$ cat config.mk
export PLATFORM = sky130hd
export DESIGN_NAME = MulDivUnit
export DESIGN_NICKNAME = d
export VERILOG_FILES = /design/src/logic/ExecPkg.sv /design/src/logic/MulDivUnit.sv /design/src/logic/ResultArbiter.sv /design/src/logic/Divide.sv /design/src/logic/Multiply.sv
export SDC_FILE = /design/constraint.sdc
export NUM_CORES = 2
export LEC_CHECK = 0
export BUFFER_PORTS_ARGS = -buffer_cell sky130_fd_sc_hd__buf_2
export CORE_ASPECT_RATIO = 2
export CORE_MARGIN = 4
export CORE_UTILIZATION = 50
export CTS_CLUSTER_SIZE = 24
export DETAILED_ROUTE_END_ITERATION = 16
export GPL_TIMING_DRIVEN = 0
export PLACE_DENSITY = 0.74
export SYNTH_ARGS = -nofsm -noshare
export SYNTH_HDL_FRONTEND = slang
export SYNTH_SLANG_ARGS = --single-unit
$ cat constraint.sdc
create_clock -name clk -period 8.7 [get_ports clk]
set_input_delay 0.435 -clock clk [delete_from_list [all_inputs] [get_ports clk]]
set_output_delay 0.435 -clock clk [all_outputs]
set_load 0.01 [all_outputs]
$ cat src/logic/ExecPkg.sv
`default_nettype none

package ExecPkg;

    // datapath widths.
    localparam int XLEN   = 32;
    localparam int TAG_W  = 6;
    localparam int SQN_W  = 7;              // wraps, age by signed difference.
    localparam int PROD_W = 2 * XLEN;

    // multiplier pipeline shape, MUL_STAGES may be 1, 2, 4 or 8.
    localparam int MUL_STAGES  = 2;
    localparam int MUL_BITS    = XLEN / MUL_STAGES;
    localparam int MUL_LATENCY = MUL_STAGES + 3; // entry, stages, output, bus.

    // divider iteration counter, counts 0..XLEN.
    localparam int DIV_CNT_W = $clog2(XLEN) + 1;

    typedef enum logic [2:0] {
        MUL   = 3'd0,
        MULH  = 3'd1,
        MULSU = 3'd2,
        MULU  = 3'd3,
        DIV   = 3'd4,
        DIVU  = 3'd5,
        REM   = 3'd6,
        REMU  = 3'd7
    } MulDivOp;

    typedef enum logic [1:0] {
        IDLE,
        RUN,
        DONE
    } DivState;

    // true when a taken branch kills a micro-op with the given sqN.
    function automatic logic isKilled(
        input logic             taken,
        input logic [SQN_W-1:0] brSqN,
        input logic [SQN_W-1:0] sqN
    );
        return taken && ($signed(sqN - brSqN) > 0);
    endfunction

endpackage

`default_nettype wire
$ cat src/logic/MulDivUnit.sv
`timescale 1ns/1ps
`default_nettype none

module MulDivUnit (
    input  logic                        clk,
    input  logic                        rst,
    input  logic                        issueValid,
    input  ExecPkg::MulDivOp            issueOp,
    input  logic [ExecPkg::XLEN-1:0]    issueSrcA,
    input  logic [ExecPkg::XLEN-1:0]    issueSrcB,
    input  logic [ExecPkg::TAG_W-1:0]   issueTag,
    input  logic [ExecPkg::SQN_W-1:0]   issueSqN,
    input  logic                        branchTaken,
    input  logic [ExecPkg::SQN_W-1:0]   branchSqN,
    output logic                        divBusy,
    output logic                        resultValid,
    output logic [ExecPkg::TAG_W-1:0]   resultTag,
    output logic [ExecPkg::SQN_W-1:0]   resultSqN,
    output logic [ExecPkg::XLEN-1:0]    result
);
    import ExecPkg::*;

    logic               mulValid;
    logic [TAG_W-1:0]   mulTag;
    logic [SQN_W-1:0]   mulSqN;
    logic [XLEN-1:0]    mulResult;

    logic               divValid;
    logic [TAG_W-1:0]   divTag;
    logic [SQN_W-1:0]   divSqN;
    logic [XLEN-1:0]    divResult;
    logic               divGrant;

    // both units see every issue and pick their own opcodes.
    Multiply Multiply_inst (
        .clk         (clk),
        .rst         (rst),
        .issueValid  (issueValid),
        .issueOp     (issueOp),
        .issueSrcA   (issueSrcA),
        .issueSrcB   (issueSrcB),
        .issueTag    (issueTag),
        .issueSqN    (issueSqN),
        .branchTaken (branchTaken),
        .branchSqN   (branchSqN),
        .mulValid    (mulValid),
        .mulTag      (mulTag),
        .mulSqN      (mulSqN),
        .mulResult   (mulResult)
    );

    Divide Divide_inst (
        .clk         (clk),
        .rst         (rst),
        .issueValid  (issueValid),
        .issueOp     (issueOp),
        .issueSrcA   (issueSrcA),
        .issueSrcB   (issueSrcB),
        .issueTag    (issueTag),
        .issueSqN    (issueSqN),
        .branchTaken (branchTaken),
        .branchSqN   (branchSqN),
        .divBusy     (divBusy),
        .divValid    (divValid),
        .divTag      (divTag),
        .divSqN      (divSqN),
        .divResult   (divResult),
        .divGrant    (divGrant)
    );

    ResultArbiter ResultArbiter_inst (
        .clk         (clk),
        .rst         (rst),
        .mulValid    (mulValid),
        .mulTag      (mulTag),
        .mulSqN      (mulSqN),
        .mulResult   (mulResult),
        .divValid    (divValid),
        .divTag      (divTag),
        .divSqN      (divSqN),
        .divResult   (divResult),
        .divGrant    (divGrant),
        .branchTaken (branchTaken),
        .branchSqN   (branchSqN),
        .resultValid (resultValid),
        .resultTag   (resultTag),
        .resultSqN   (resultSqN),
        .result      (result)
    );

endmodule

`default_nettype wire

$ cat src/logic/ResultArbiter.sv
`timescale 1ns/1ps
`default_nettype none

module ResultArbiter (
    input  logic                        clk,
    input  logic                        rst,
    input  logic                        mulValid,
    input  logic [ExecPkg::TAG_W-1:0]   mulTag,
    input  logic [ExecPkg::SQN_W-1:0]   mulSqN,
    input  logic [ExecPkg::XLEN-1:0]    mulResult,
    input  logic                        divValid,
    input  logic [ExecPkg::TAG_W-1:0]   divTag,
    input  logic [ExecPkg::SQN_W-1:0]   divSqN,
    input  logic [ExecPkg::XLEN-1:0]    divResult,
    output logic                        divGrant,
    input  logic                        branchTaken,
    input  logic [ExecPkg::SQN_W-1:0]   branchSqN,
    output logic                        resultValid,
    output logic [ExecPkg::TAG_W-1:0]   resultTag,
    output logic [ExecPkg::SQN_W-1:0]   resultSqN,
    output logic [ExecPkg::XLEN-1:0]    result
);
    import ExecPkg::*;

    logic mulTake;
    logic divKill;

    // the multiplier cannot stall, so it always wins the bus.
    assign mulTake  = mulValid && !isKilled(branchTaken, branchSqN, mulSqN);
    assign divKill  = isKilled(branchTaken, branchSqN, divSqN);
    assign divGrant = divValid && !mulValid && !divKill;

    always_ff @(posedge clk or posedge rst) begin
        if (rst) begin
            resultValid <= 1'b0;
        end else begin
            resultValid <= mulTake || divGrant;
        end
    end

    always_ff @(posedge clk) begin
        if (mulValid) begin
            resultTag <= mulTag;
            resultSqN <= mulSqN;
            result    <= mulResult;
        end else begin
            resultTag <= divTag;        // held by the divider until granted.
            resultSqN <= divSqN;
            result    <= divResult;
        end
    end

endmodule

`default_nettype wire

$ cat src/logic/Divide.sv
`timescale 1ns/1ps
`default_nettype none

module Divide (
    input  logic                        clk,
    input  logic                        rst,
    input  logic                        issueValid,
    input  ExecPkg::MulDivOp            issueOp,
    input  logic [ExecPkg::XLEN-1:0]    issueSrcA,
    input  logic [ExecPkg::XLEN-1:0]    issueSrcB,
    input  logic [ExecPkg::TAG_W-1:0]   issueTag,
    input  logic [ExecPkg::SQN_W-1:0]   issueSqN,
    input  logic                        branchTaken,
    input  logic [ExecPkg::SQN_W-1:0]   branchSqN,
    output logic                        divBusy,
    output logic                        divValid,
    output logic [ExecPkg::TAG_W-1:0]   divTag,
    output logic [ExecPkg::SQN_W-1:0]   divSqN,
    output logic [ExecPkg::XLEN-1:0]    divResult,
    input  logic                        divGrant
);
    import ExecPkg::*;

    localparam logic [XLEN-1:0] MIN_INT = {1'b1, {(XLEN-1){1'b0}}};

    DivState            state;
    logic [DIV_CNT_W-1:0] count;

    logic [XLEN-1:0]    quot;       // dividend bits shift out, quotient bits shift in.
    logic [XLEN-1:0]    rem;
    logic [XLEN-1:0]    divisor;
    logic [XLEN-1:0]    dividend;
    logic               isRem;
    logic               negQ;
    logic               negR;
    logic               divZero;
    logic               overflow;

    logic               isDivOp;
    logic               signedOp;
    logic               load;
    logic               step;
    logic               fix;
    logic               holdKill;
    logic [XLEN:0]      trial;
    logic [XLEN-1:0]    qFinal;
    logic [XLEN-1:0]    rFinal;

    assign isDivOp  = issueOp inside {DIV, DIVU, REM, REMU};
    assign signedOp = issueOp inside {DIV, REM};
    assign holdKill = isKilled(branchTaken, branchSqN, divSqN);

    assign load = (state == IDLE) && issueValid && isDivOp &&
                  !isKilled(branchTaken, branchSqN, issueSqN);
    assign step = (state == RUN) && (count != DIV_CNT_W'(XLEN));
    assign fix  = (state == RUN) && (count == DIV_CNT_W'(XLEN));

    // restoring step, negative trial keeps the shifted remainder.
    assign trial = {rem, quot[XLEN-1]} - {1'b0, divisor};

    always_comb begin
        if (divZero) begin
            qFinal = '1;
            rFinal = dividend;
        end else if (overflow) begin
            qFinal = MIN_INT;
            rFinal = '0;
        end else begin
            qFinal = negQ ? -quot : quot;
            rFinal = negR ? -rem : rem;
        end
    end

    assign divBusy  = state != IDLE;
    assign divValid = state == DONE;

    always_ff @(posedge clk or posedge rst) begin
        if (rst) begin
            state <= IDLE;
            count <= '0;
        end else if (state != IDLE && holdKill) begin
            state <= IDLE;                  // younger than the branch.
        end else begin
            case (state)
                IDLE: begin
                    if (load) begin
                        state <= RUN;
                        count <= '0;
                    end
                end
                RUN: begin
                    count <= count + 1'b1;
                    if (fix) begin
                        state <= DONE;
                    end
                end
                DONE: begin
                    if (divGrant) begin
                        state <= IDLE;
                    end
                end
                default: state <= IDLE;
            endcase
        end
    end

    always_ff @(posedge clk) begin
        if (load) begin
            divTag   <= issueTag;
            divSqN   <= issueSqN;
            dividend <= issueSrcA;
            quot     <= (signedOp && issueSrcA[XLEN-1]) ? -issueSrcA : issueSrcA;
            divisor  <= (signedOp && issueSrcB[XLEN-1]) ? -issueSrcB : issueSrcB;
            rem      <= '0;
            isRem    <= issueOp inside {REM, REMU};
            negQ     <= signedOp && (issueSrcA[XLEN-1] ^ issueSrcB[XLEN-1]);
            negR     <= signedOp && issueSrcA[XLEN-1];
            divZero  <= issueSrcB == '0;
            overflow <= signedOp && (issueSrcA == MIN_INT) && (issueSrcB == '1);
        end else if (step) begin
            quot <= {quot[XLEN-2:0], !trial[XLEN]};
            rem  <= trial[XLEN] ? {rem[XLEN-2:0], quot[XLEN-1]} : trial[XLEN-1:0];
        end else if (fix) begin
            divResult <= isRem ? rFinal : qFinal;
        end
    end

endmodule

`default_nettype wire

$ cat src/logic/Multiply.sv
`timescale 1ns/1ps
`default_nettype none

module Multiply (
    input  logic                        clk,
    input  logic                        rst,
    input  logic                        issueValid,
    input  ExecPkg::MulDivOp            issueOp,
    input  logic [ExecPkg::XLEN-1:0]    issueSrcA,
    input  logic [ExecPkg::XLEN-1:0]    issueSrcB,
    input  logic [ExecPkg::TAG_W-1:0]   issueTag,
    input  logic [ExecPkg::SQN_W-1:0]   issueSqN,
    input  logic                        branchTaken,
    input  logic [ExecPkg::SQN_W-1:0]   branchSqN,
    output logic                        mulValid,
    output logic [ExecPkg::TAG_W-1:0]   mulTag,
    output logic [ExecPkg::SQN_W-1:0]   mulSqN,
    output logic [ExecPkg::XLEN-1:0]    mulResult
);
    import ExecPkg::*;

    // index 0 is the entry register and stAcc[i] holds the sum after stage i.
    logic              stValid  [0:MUL_STAGES];
    logic [XLEN-1:0]   stA      [0:MUL_STAGES-1];
    logic [XLEN-1:0]   stB      [0:MUL_STAGES-1];
    logic [PROD_W-1:0] stAcc    [1:MUL_STAGES];
    logic              stInvert [0:MUL_STAGES];
    logic              stHigh   [0:MUL_STAGES];
    logic [TAG_W-1:0]  stTag    [0:MUL_STAGES];
    logic [SQN_W-1:0]  stSqN    [0:MUL_STAGES];

    logic isMulOp;
    logic lowZero;

    assign isMulOp = issueOp inside {MUL, MULH, MULSU, MULU};
    assign lowZero = stAcc[MUL_STAGES][XLEN-1:0] == '0; // carry into negated high half.

    always_ff @(posedge clk or posedge rst) begin
        if (rst) begin
            for (int i = 0; i <= MUL_STAGES; i++) begin
                stValid[i] <= 1'b0;
            end
            mulValid <= 1'b0;
        end else begin
            stValid[0] <= issueValid && isMulOp &&
                          !isKilled(branchTaken, branchSqN, issueSqN);
            for (int i = 0; i < MUL_STAGES; i++) begin
                stValid[i+1] <= stValid[i] && !isKilled(branchTaken, branchSqN, stSqN[i]);
            end
            mulValid <= stValid[MUL_STAGES] &&
                        !isKilled(branchTaken, branchSqN, stSqN[MUL_STAGES]);
        end
    end

    // entry stage folds signed operands to magnitudes.
    always_ff @(posedge clk) begin
        if (issueValid) begin
            case (issueOp)
                MULH: begin
                    stInvert[0] <= issueSrcA[XLEN-1] ^ issueSrcB[XLEN-1];
                    stA[0]      <= issueSrcA[XLEN-1] ? -issueSrcA : issueSrcA;
                    stB[0]      <= issueSrcB[XLEN-1] ? -issueSrcB : issueSrcB;
                end
                MULSU: begin
                    stInvert[0] <= issueSrcA[XLEN-1];
                    stA[0]      <= issueSrcA[XLEN-1] ? -issueSrcA : issueSrcA;
                    stB[0]      <= issueSrcB;
                end
                default: begin
                    stInvert[0] <= 1'b0;       // MUL low half and MULU need no fold.
                    stA[0]      <= issueSrcA;
                    stB[0]      <= issueSrcB;
                end
            endcase
            stHigh[0] <= issueOp != MUL;
            stTag[0]  <= issueTag;
            stSqN[0]  <= issueSqN;
        end
    end

    // each stage adds one MUL_BITS slice of srcB.
    always_ff @(posedge clk) begin
        for (int i = 0; i < MUL_STAGES; i++) begin
            stInvert[i+1] <= stInvert[i];
            stHigh[i+1]   <= stHigh[i];
            stTag[i+1]    <= stTag[i];
            stSqN[i+1]    <= stSqN[i];
        end
        stAcc[1] <= PROD_W'(stA[0]) * stB[0][MUL_BITS-1:0];
        for (int i = 1; i < MUL_STAGES; i++) begin
            stA[i]     <= stA[i-1];
            stB[i]     <= stB[i-1];
            stAcc[i+1] <= stAcc[i] +
                          ((PROD_W'(stA[i]) * stB[i][MUL_BITS*i +: MUL_BITS]) << (MUL_BITS*i));
        end
    end

    always_ff @(posedge clk) begin
        mulTag <= stTag[MUL_STAGES];
        mulSqN <= stSqN[MUL_STAGES];
        if (!stHigh[MUL_STAGES]) begin
            mulResult <= stAcc[MUL_STAGES][XLEN-1:0];
        end else if (stInvert[MUL_STAGES]) begin
            mulResult <= ~stAcc[MUL_STAGES][PROD_W-1:XLEN] + {{(XLEN-1){1'b0}}, lowZero};
        end else begin
            mulResult <= stAcc[MUL_STAGES][PROD_W-1:XLEN];
        end
    end

endmodule

`default_nettype wire

# Yosys cells after proc, flatten, opt, wreduce, memory -nomap -nowiden
# Memory sizes are Yosys's and may differ from the RTL's. A register that Yosys moved wholly into a read port is not among the register bits.
# Cells that the tools add are included.
dict set report word_totals {
  register_bits 275
  ram_bits 301
  output_inout_bits 47
  elab_cells 174
  memories 7
}
dict set report op_classes {
  add_sub_neg 14
  mul 2
  order_cmp 6
  n_eq_ne 17
  muxes 43
  bitwise_logic 11
  n_reduce_logical 50
}
# name words width read_ports rd_ports_with_merged_regs write_ports line
set memory_table {}
lappend memory_table {Multiply_inst.stAcc 2 64 2 0 2 Multiply.sv:26} ;# logic [PROD_W-1:0] stAcc [1:MUL_STAGES];
lappend memory_table {Multiply_inst.stA 2 32 2 0 2 Multiply.sv:24} ;# logic [XLEN-1:0] stA [0:MUL_STAGES-1];
lappend memory_table {Multiply_inst.stB 2 32 2 0 2 Multiply.sv:25} ;# logic [XLEN-1:0] stB [0:MUL_STAGES-1];
lappend memory_table {Multiply_inst.stSqN 3 7 3 0 3 Multiply.sv:30} ;# logic [SQN_W-1:0] stSqN [0:MUL_STAGES];
lappend memory_table {Multiply_inst.stTag 3 6 3 1 3 Multiply.sv:29} ;# logic [TAG_W-1:0] stTag [0:MUL_STAGES];
lappend memory_table {Multiply_inst.stHigh 3 1 3 0 3 Multiply.sv:28} ;# logic stHigh [0:MUL_STAGES];
lappend memory_table {{+1 memories} n/a n/a n/a n/a n/a n/a}
# operator count
set ops {}
lappend ops {{32-bit 2-to-1 mux} 21}
lappend ops {{32-bit negation} 4}
lappend ops {{32-bit by 16-bit multiplier with 48-bit output} 2}
lappend ops {{64-bit adder} 1}
lappend ops {{32-bit == test (second input constant)} 2}
lappend ops {{32-bit logical NOT} 2}
lappend ops {{7-bit by 1-bit > comparator with 1-bit output (second input constant)} 6}
lappend ops {{7-bit subtractor} 6}
lappend ops {{33-bit by 32-bit subtractor with 33-bit output} 1}
lappend ops {{32-bit by 1-bit adder with 32-bit output} 1}
lappend ops {{32-bit inverter} 1}
lappend ops {{1-bit logical AND} 25}
lappend ops {{1-bit 2-to-1 mux} 13}
lappend ops {{3-bit == test (second input constant)} 4}
lappend ops {{6-bit 2-to-1 mux} 2}
lappend ops {{6-bit case mux with 2 select lines} 1}
lappend ops {{2-bit nonzero test} 5}
lappend ops {{3-bit AND reduction} 3}
lappend ops {{1-bit logical NOT} 8}
lappend ops {{2-bit 2-to-1 mux} 4}
lappend ops {{4-bit nonzero test} 2}
lappend ops {{7-bit 2-to-1 mux} 1}
lappend ops {{6-bit by 1-bit adder with 6-bit output (second input constant)} 1}
lappend ops {{3-bit by 2-bit == test with 1-bit output (second input constant)} 2}
lappend ops {{17 further kinds} 25}

# Depth between registers and ports, before layout
dict set report logic_depth {
  ltp_word 8
  ltp_mapped 36
}

# By module
# From an unflattened synthesis, not the netlist that was laid out.
dict set report hier_totals {
  cells_unflattened 6313
  area_unflattened_um2 58731.3
}
# module instances cells_each area_per_inst_um2 seq_area_each_um2
set by_module_without_submodules {}
lappend by_module_without_submodules {Multiply 1 4847 44522.7 7176.9}
lappend by_module_without_submodules {Divide 1 1290 12151.7 5225.0}
lappend by_module_without_submodules {ResultArbiter 1 176 2057.0 925.9}

# Least setup slack after synthesis
# OpenSTA, ideal clock, no wires.
dict set report synth_path {
  path_kind {register to register}
  startpoint {memory Multiply_inst.stA[1][10] (netlist: Multiply_inst.stA[0][42])}
  endpoint {memory Multiply_inst.stAcc[2][52] (netlist bit)}
  setup_time_ns 0.126
  arrival_time_ns 7.786
  required_ns 8.574
  path_slack_ns 0.787
  stages_incl_launch_ff 30
  path_buffers 1
  path_cell_list {dfxtp_1 > clkbuf_1 > nand2_1 > fa_1 > fa_1 > fa_1 > fa_1 > inv_1 > fa_1 > fa_1 > ha_1 > a21oi_1 > o21ai_0 > a2111o_1 > o21ba_2 > nor2_1 > o21bai_1 > xor2_1 > ha_1 > and3_1 > o211ai_1 > nand2_1 > nand2_1 > a31oi_1 > nand4_1 > or3_1 > or2_2 > a21oi_1 > nand4b_1 > xor2_1}
}
# item line
set synth_rtl {}
lappend synth_rtl {{start, declared} Multiply.sv:24}
lappend synth_rtl {{end, declared} Multiply.sv:26}

==> results_dict.tcl <==
set metrics [dict create \
    seqCellArea_um2 13400 \
    place_congestion 1.10 \
    viasPerCell 5.92 \
    drt_iter0_markers 3842 \
    largest_reg_flops 112 \
    synthCells 6074 \
    hold_slack_ns 0.0131 \
    synth_compound_area_share_pct 8.26 \
    nFillCells 9986 \
    cts_tree "yes" \
    gr-total-overflow 0 \
    synthAdderAreaFrac_pct 37.5 \
    antenna_found_initial 32 \
    htreeDepth 2 \
    arrival_ns 9.26 \
    status "complete, but fails checks" \
    clock_latency_ns 0.70 \
    hold_viol 0 \
    cts_buffers 49 \
    clockBufferDepth 3 \
    dieHeight_um 485 \
    cts_sinks 550 \
    ys_ff_latch 550 \
    coreArea_um2 113000 \
    worstPathRequired_ns 9.20 \
    vias 46500 \
    setup_viol 1 \
    finalNonFillerCells 7864 \
    drtAntennaViolNets 0 \
    dieWidth_um 246 \
    synth_top_family_by_area "adder cells" \
    syn2layout_area_growth_pct 9.57 \
    startpoint_type "register" \
    synth_area_um2 56800 \
    final_cell_mix "987 x nand2_1, 967 x inv_1, 843 x fa_1" \
    syn_area_per_cell_um2 9.35 \
    synth_fp_nets 7362 \
    slew_violations 4 \
    muxShareOfSynthArea_pct 1.33 \
    drtPass1Iterations 6 \
    period_share_pct 101 \
    async_flop_share_pct 2.36 \
    rsz0062_at_grt "yes" \
    mostFrequentLayoutCell "nand2_1" \
    crit_path_end_kind "register" \
    path_max_fanout 10 \
    drc_errors 0 \
    dp.final_hpwl_um 174000 \
    skew_ns 0.0524 \
    totalWireLength_um 218000 \
    yosysUniqueCellTypes 77 \
    yosys_warnings 0 \
    rows 174 \
    slew_headroom_pct -5.52 \
    grt_pass1_wl_um 318000 \
    grt_pass1_vias 50500 \
    worstSetupPathType "reg -> reg" \
    top_register "Multiply_inst.stAcc" \
    synth-edff-count 225 \
    finalCriticalPeriod_ns 8.76 \
    clock-root-buffer "clkbuf_16" \
    min-delay-path-class "in -> reg" \
    die_area_um2 119000 \
    drive_gt1_share_pct 7.72 \
    fin_util_pct 55.3 \
    wire_per_inst_um 27.8 \
    yosysSeqAreaShare_pct 23.5 \
    violations "max-capacitance violations, max-slew violations, negative setup slack" \
    port_buffers 131 \
    tightest_slew_ns 1.57 \
    initial_core_util_pct 50.5 \
    grt_max_degree 66 \
    clk_pin_slew_ns 0.08 \
    multi_input_area_um2 39100 \
    fin_nets 7603 \
    ios 138 \
    synthSimpleGateAreaFrac_pct 15.2 \
    synth-main-ff-cell "dfxtp_1" \
    fin_ws_ns -0.0571 \
    top_regs "Multiply_inst.stAcc: 112 flops, Multiply_inst.stA: 64 flops, Multiply_inst.stB: 48 flops" \
    track_usage_pct 37.0 \
    synth_xor_area_share_pct 6.14 \
    reg2reg_slack_ns -0.06 \
    maxCapViolCount 2 \
    placedCellCount 7704 \
    fmax_mhz 114 \
]
## cell usage after synthesis (38+ instances only)
master / n / area (um2)
a21o_1: 83 / 623
nand2b_1: 38 / 238
nor3_1: 45 / 225
a21oi_1: 230 / 1150
and2_1: 324 / 2030
or3_1: 40 / 250
edfxtp_1: 225 / 6760
fa_1: 844 / 16900
xor2_1: 176 / 1540
nand2_1: 987 / 3700
nand4_1: 40 / 250
mux2_2: 46 / 518
o21ai_0: 253 / 1270
xnor2_1: 222 / 1940
inv_1: 969 / 3640
dfxtp_1: 312 / 6250
clkbuf_1: 245 / 920
ha_1: 353 / 4420
nor2_1: 225 / 845
## final cells by class
class                   instances  area share (%)
plain buffers                 253            1.88
clock inverters                34           0.663
diodes                         12          0.0482
inverters                     969            5.85
multi-input cells            4299            62.7
repair buffers                193            2.15
clock buffers                  58            2.16
flip-flops and latches        550            21.5
well taps                    1496            3.01
## cell families after synthesis
group | after synthesis
buf+inv | 1225
compound gates | 772
simple gates | 1862
flops | 550
fa+ha+maj | 1197
xor+xnor | 398
mux | 70
## metrics by stage
stage | worst slack [ns] | TNS, ns | instance area [um2]
detailed placement | -0.936 | -15.24 | 59400
global placement | -1.00 | -19.99 | 59300
finish | -0.0571 | -0.0571 | 62200
CTS | 0.00469 | 0 | 61600
global route | -0.0635 | -0.240 | 62200
floorplan | 0.787 | 0 | 56800
## timing repair
| action | CTS | global route |
|---|---|---|
| setup buffers | 9 | 36 |
| hold buffers | 13 | 0 |
| hold endpoints to repair | 35 | 0 |
| resized for setup | 99 | 192 |
| pin swaps | 0 | 8 |
| setup endpoints to repair | 26 | 30 |
## path summary, 6_finish.rpt
path,start,endpoint,cells after the start
worst max-delay path,Multiply_inst.stB[0][3],Multiply_inst.stAcc[1][41],24
worst min-delay path,issueSqN[3],Multiply_inst.stSqN[0][3],1
worst max register to register,Multiply_inst.stB[0][3],Multiply_inst.stAcc[1][41],24
worst min register to register,Multiply_inst.stAcc[1][14],Multiply_inst.stAcc[2][14],0
max in group asynchronous,rst,Divide_inst.count[0],3
min in group asynchronous,rst,Divide_inst.count[1],3
## per-layer routing
| metal | share of wire, % | routed length, um | vias up | track usage, % |
|---|---|---|---|---|
| met5 | 0.068 | 149 | - | 0.207 |
| met4 | 17 | 36700 | 24 | 45.2 |
| met3 | 7.7 | 16800 | 1455 | 9.59 |
| met2 | 48 | 105000 | 2849 | 62.5 |
| met1 | 27 | 59200 | 22600 | 31.7 |
| li1 | - | - | 19600 | - |
## critical path: stages (launching register included)
cell and delay [ns]:
edfxtp_1 0.42, clkbuf_1 0.72, nand2_1 0.18, fa_1 0.60, inv_1 0.09, fa_1 0.54
inv_1 0.08, fa_1 0.50, fa_1 0.55, fa_1 0.50, inv_1 0.05, fa_1 0.45
ha_1 0.43, o21ai_0 0.15, nand2_1 0.10, a21o_1 0.11, a21oi_1 0.09, or4b_2 0.72
o2111ai_1 0.64, nand2_1 0.20, o211ai_1 0.35, a21o_1 0.17, a21oi_1 0.12, o21ai_0 0.24
xor2_1 0.54
Power is not shown: default switching activity piles up to over one toggle a cycle in this logic, so the estimate is an artifact.
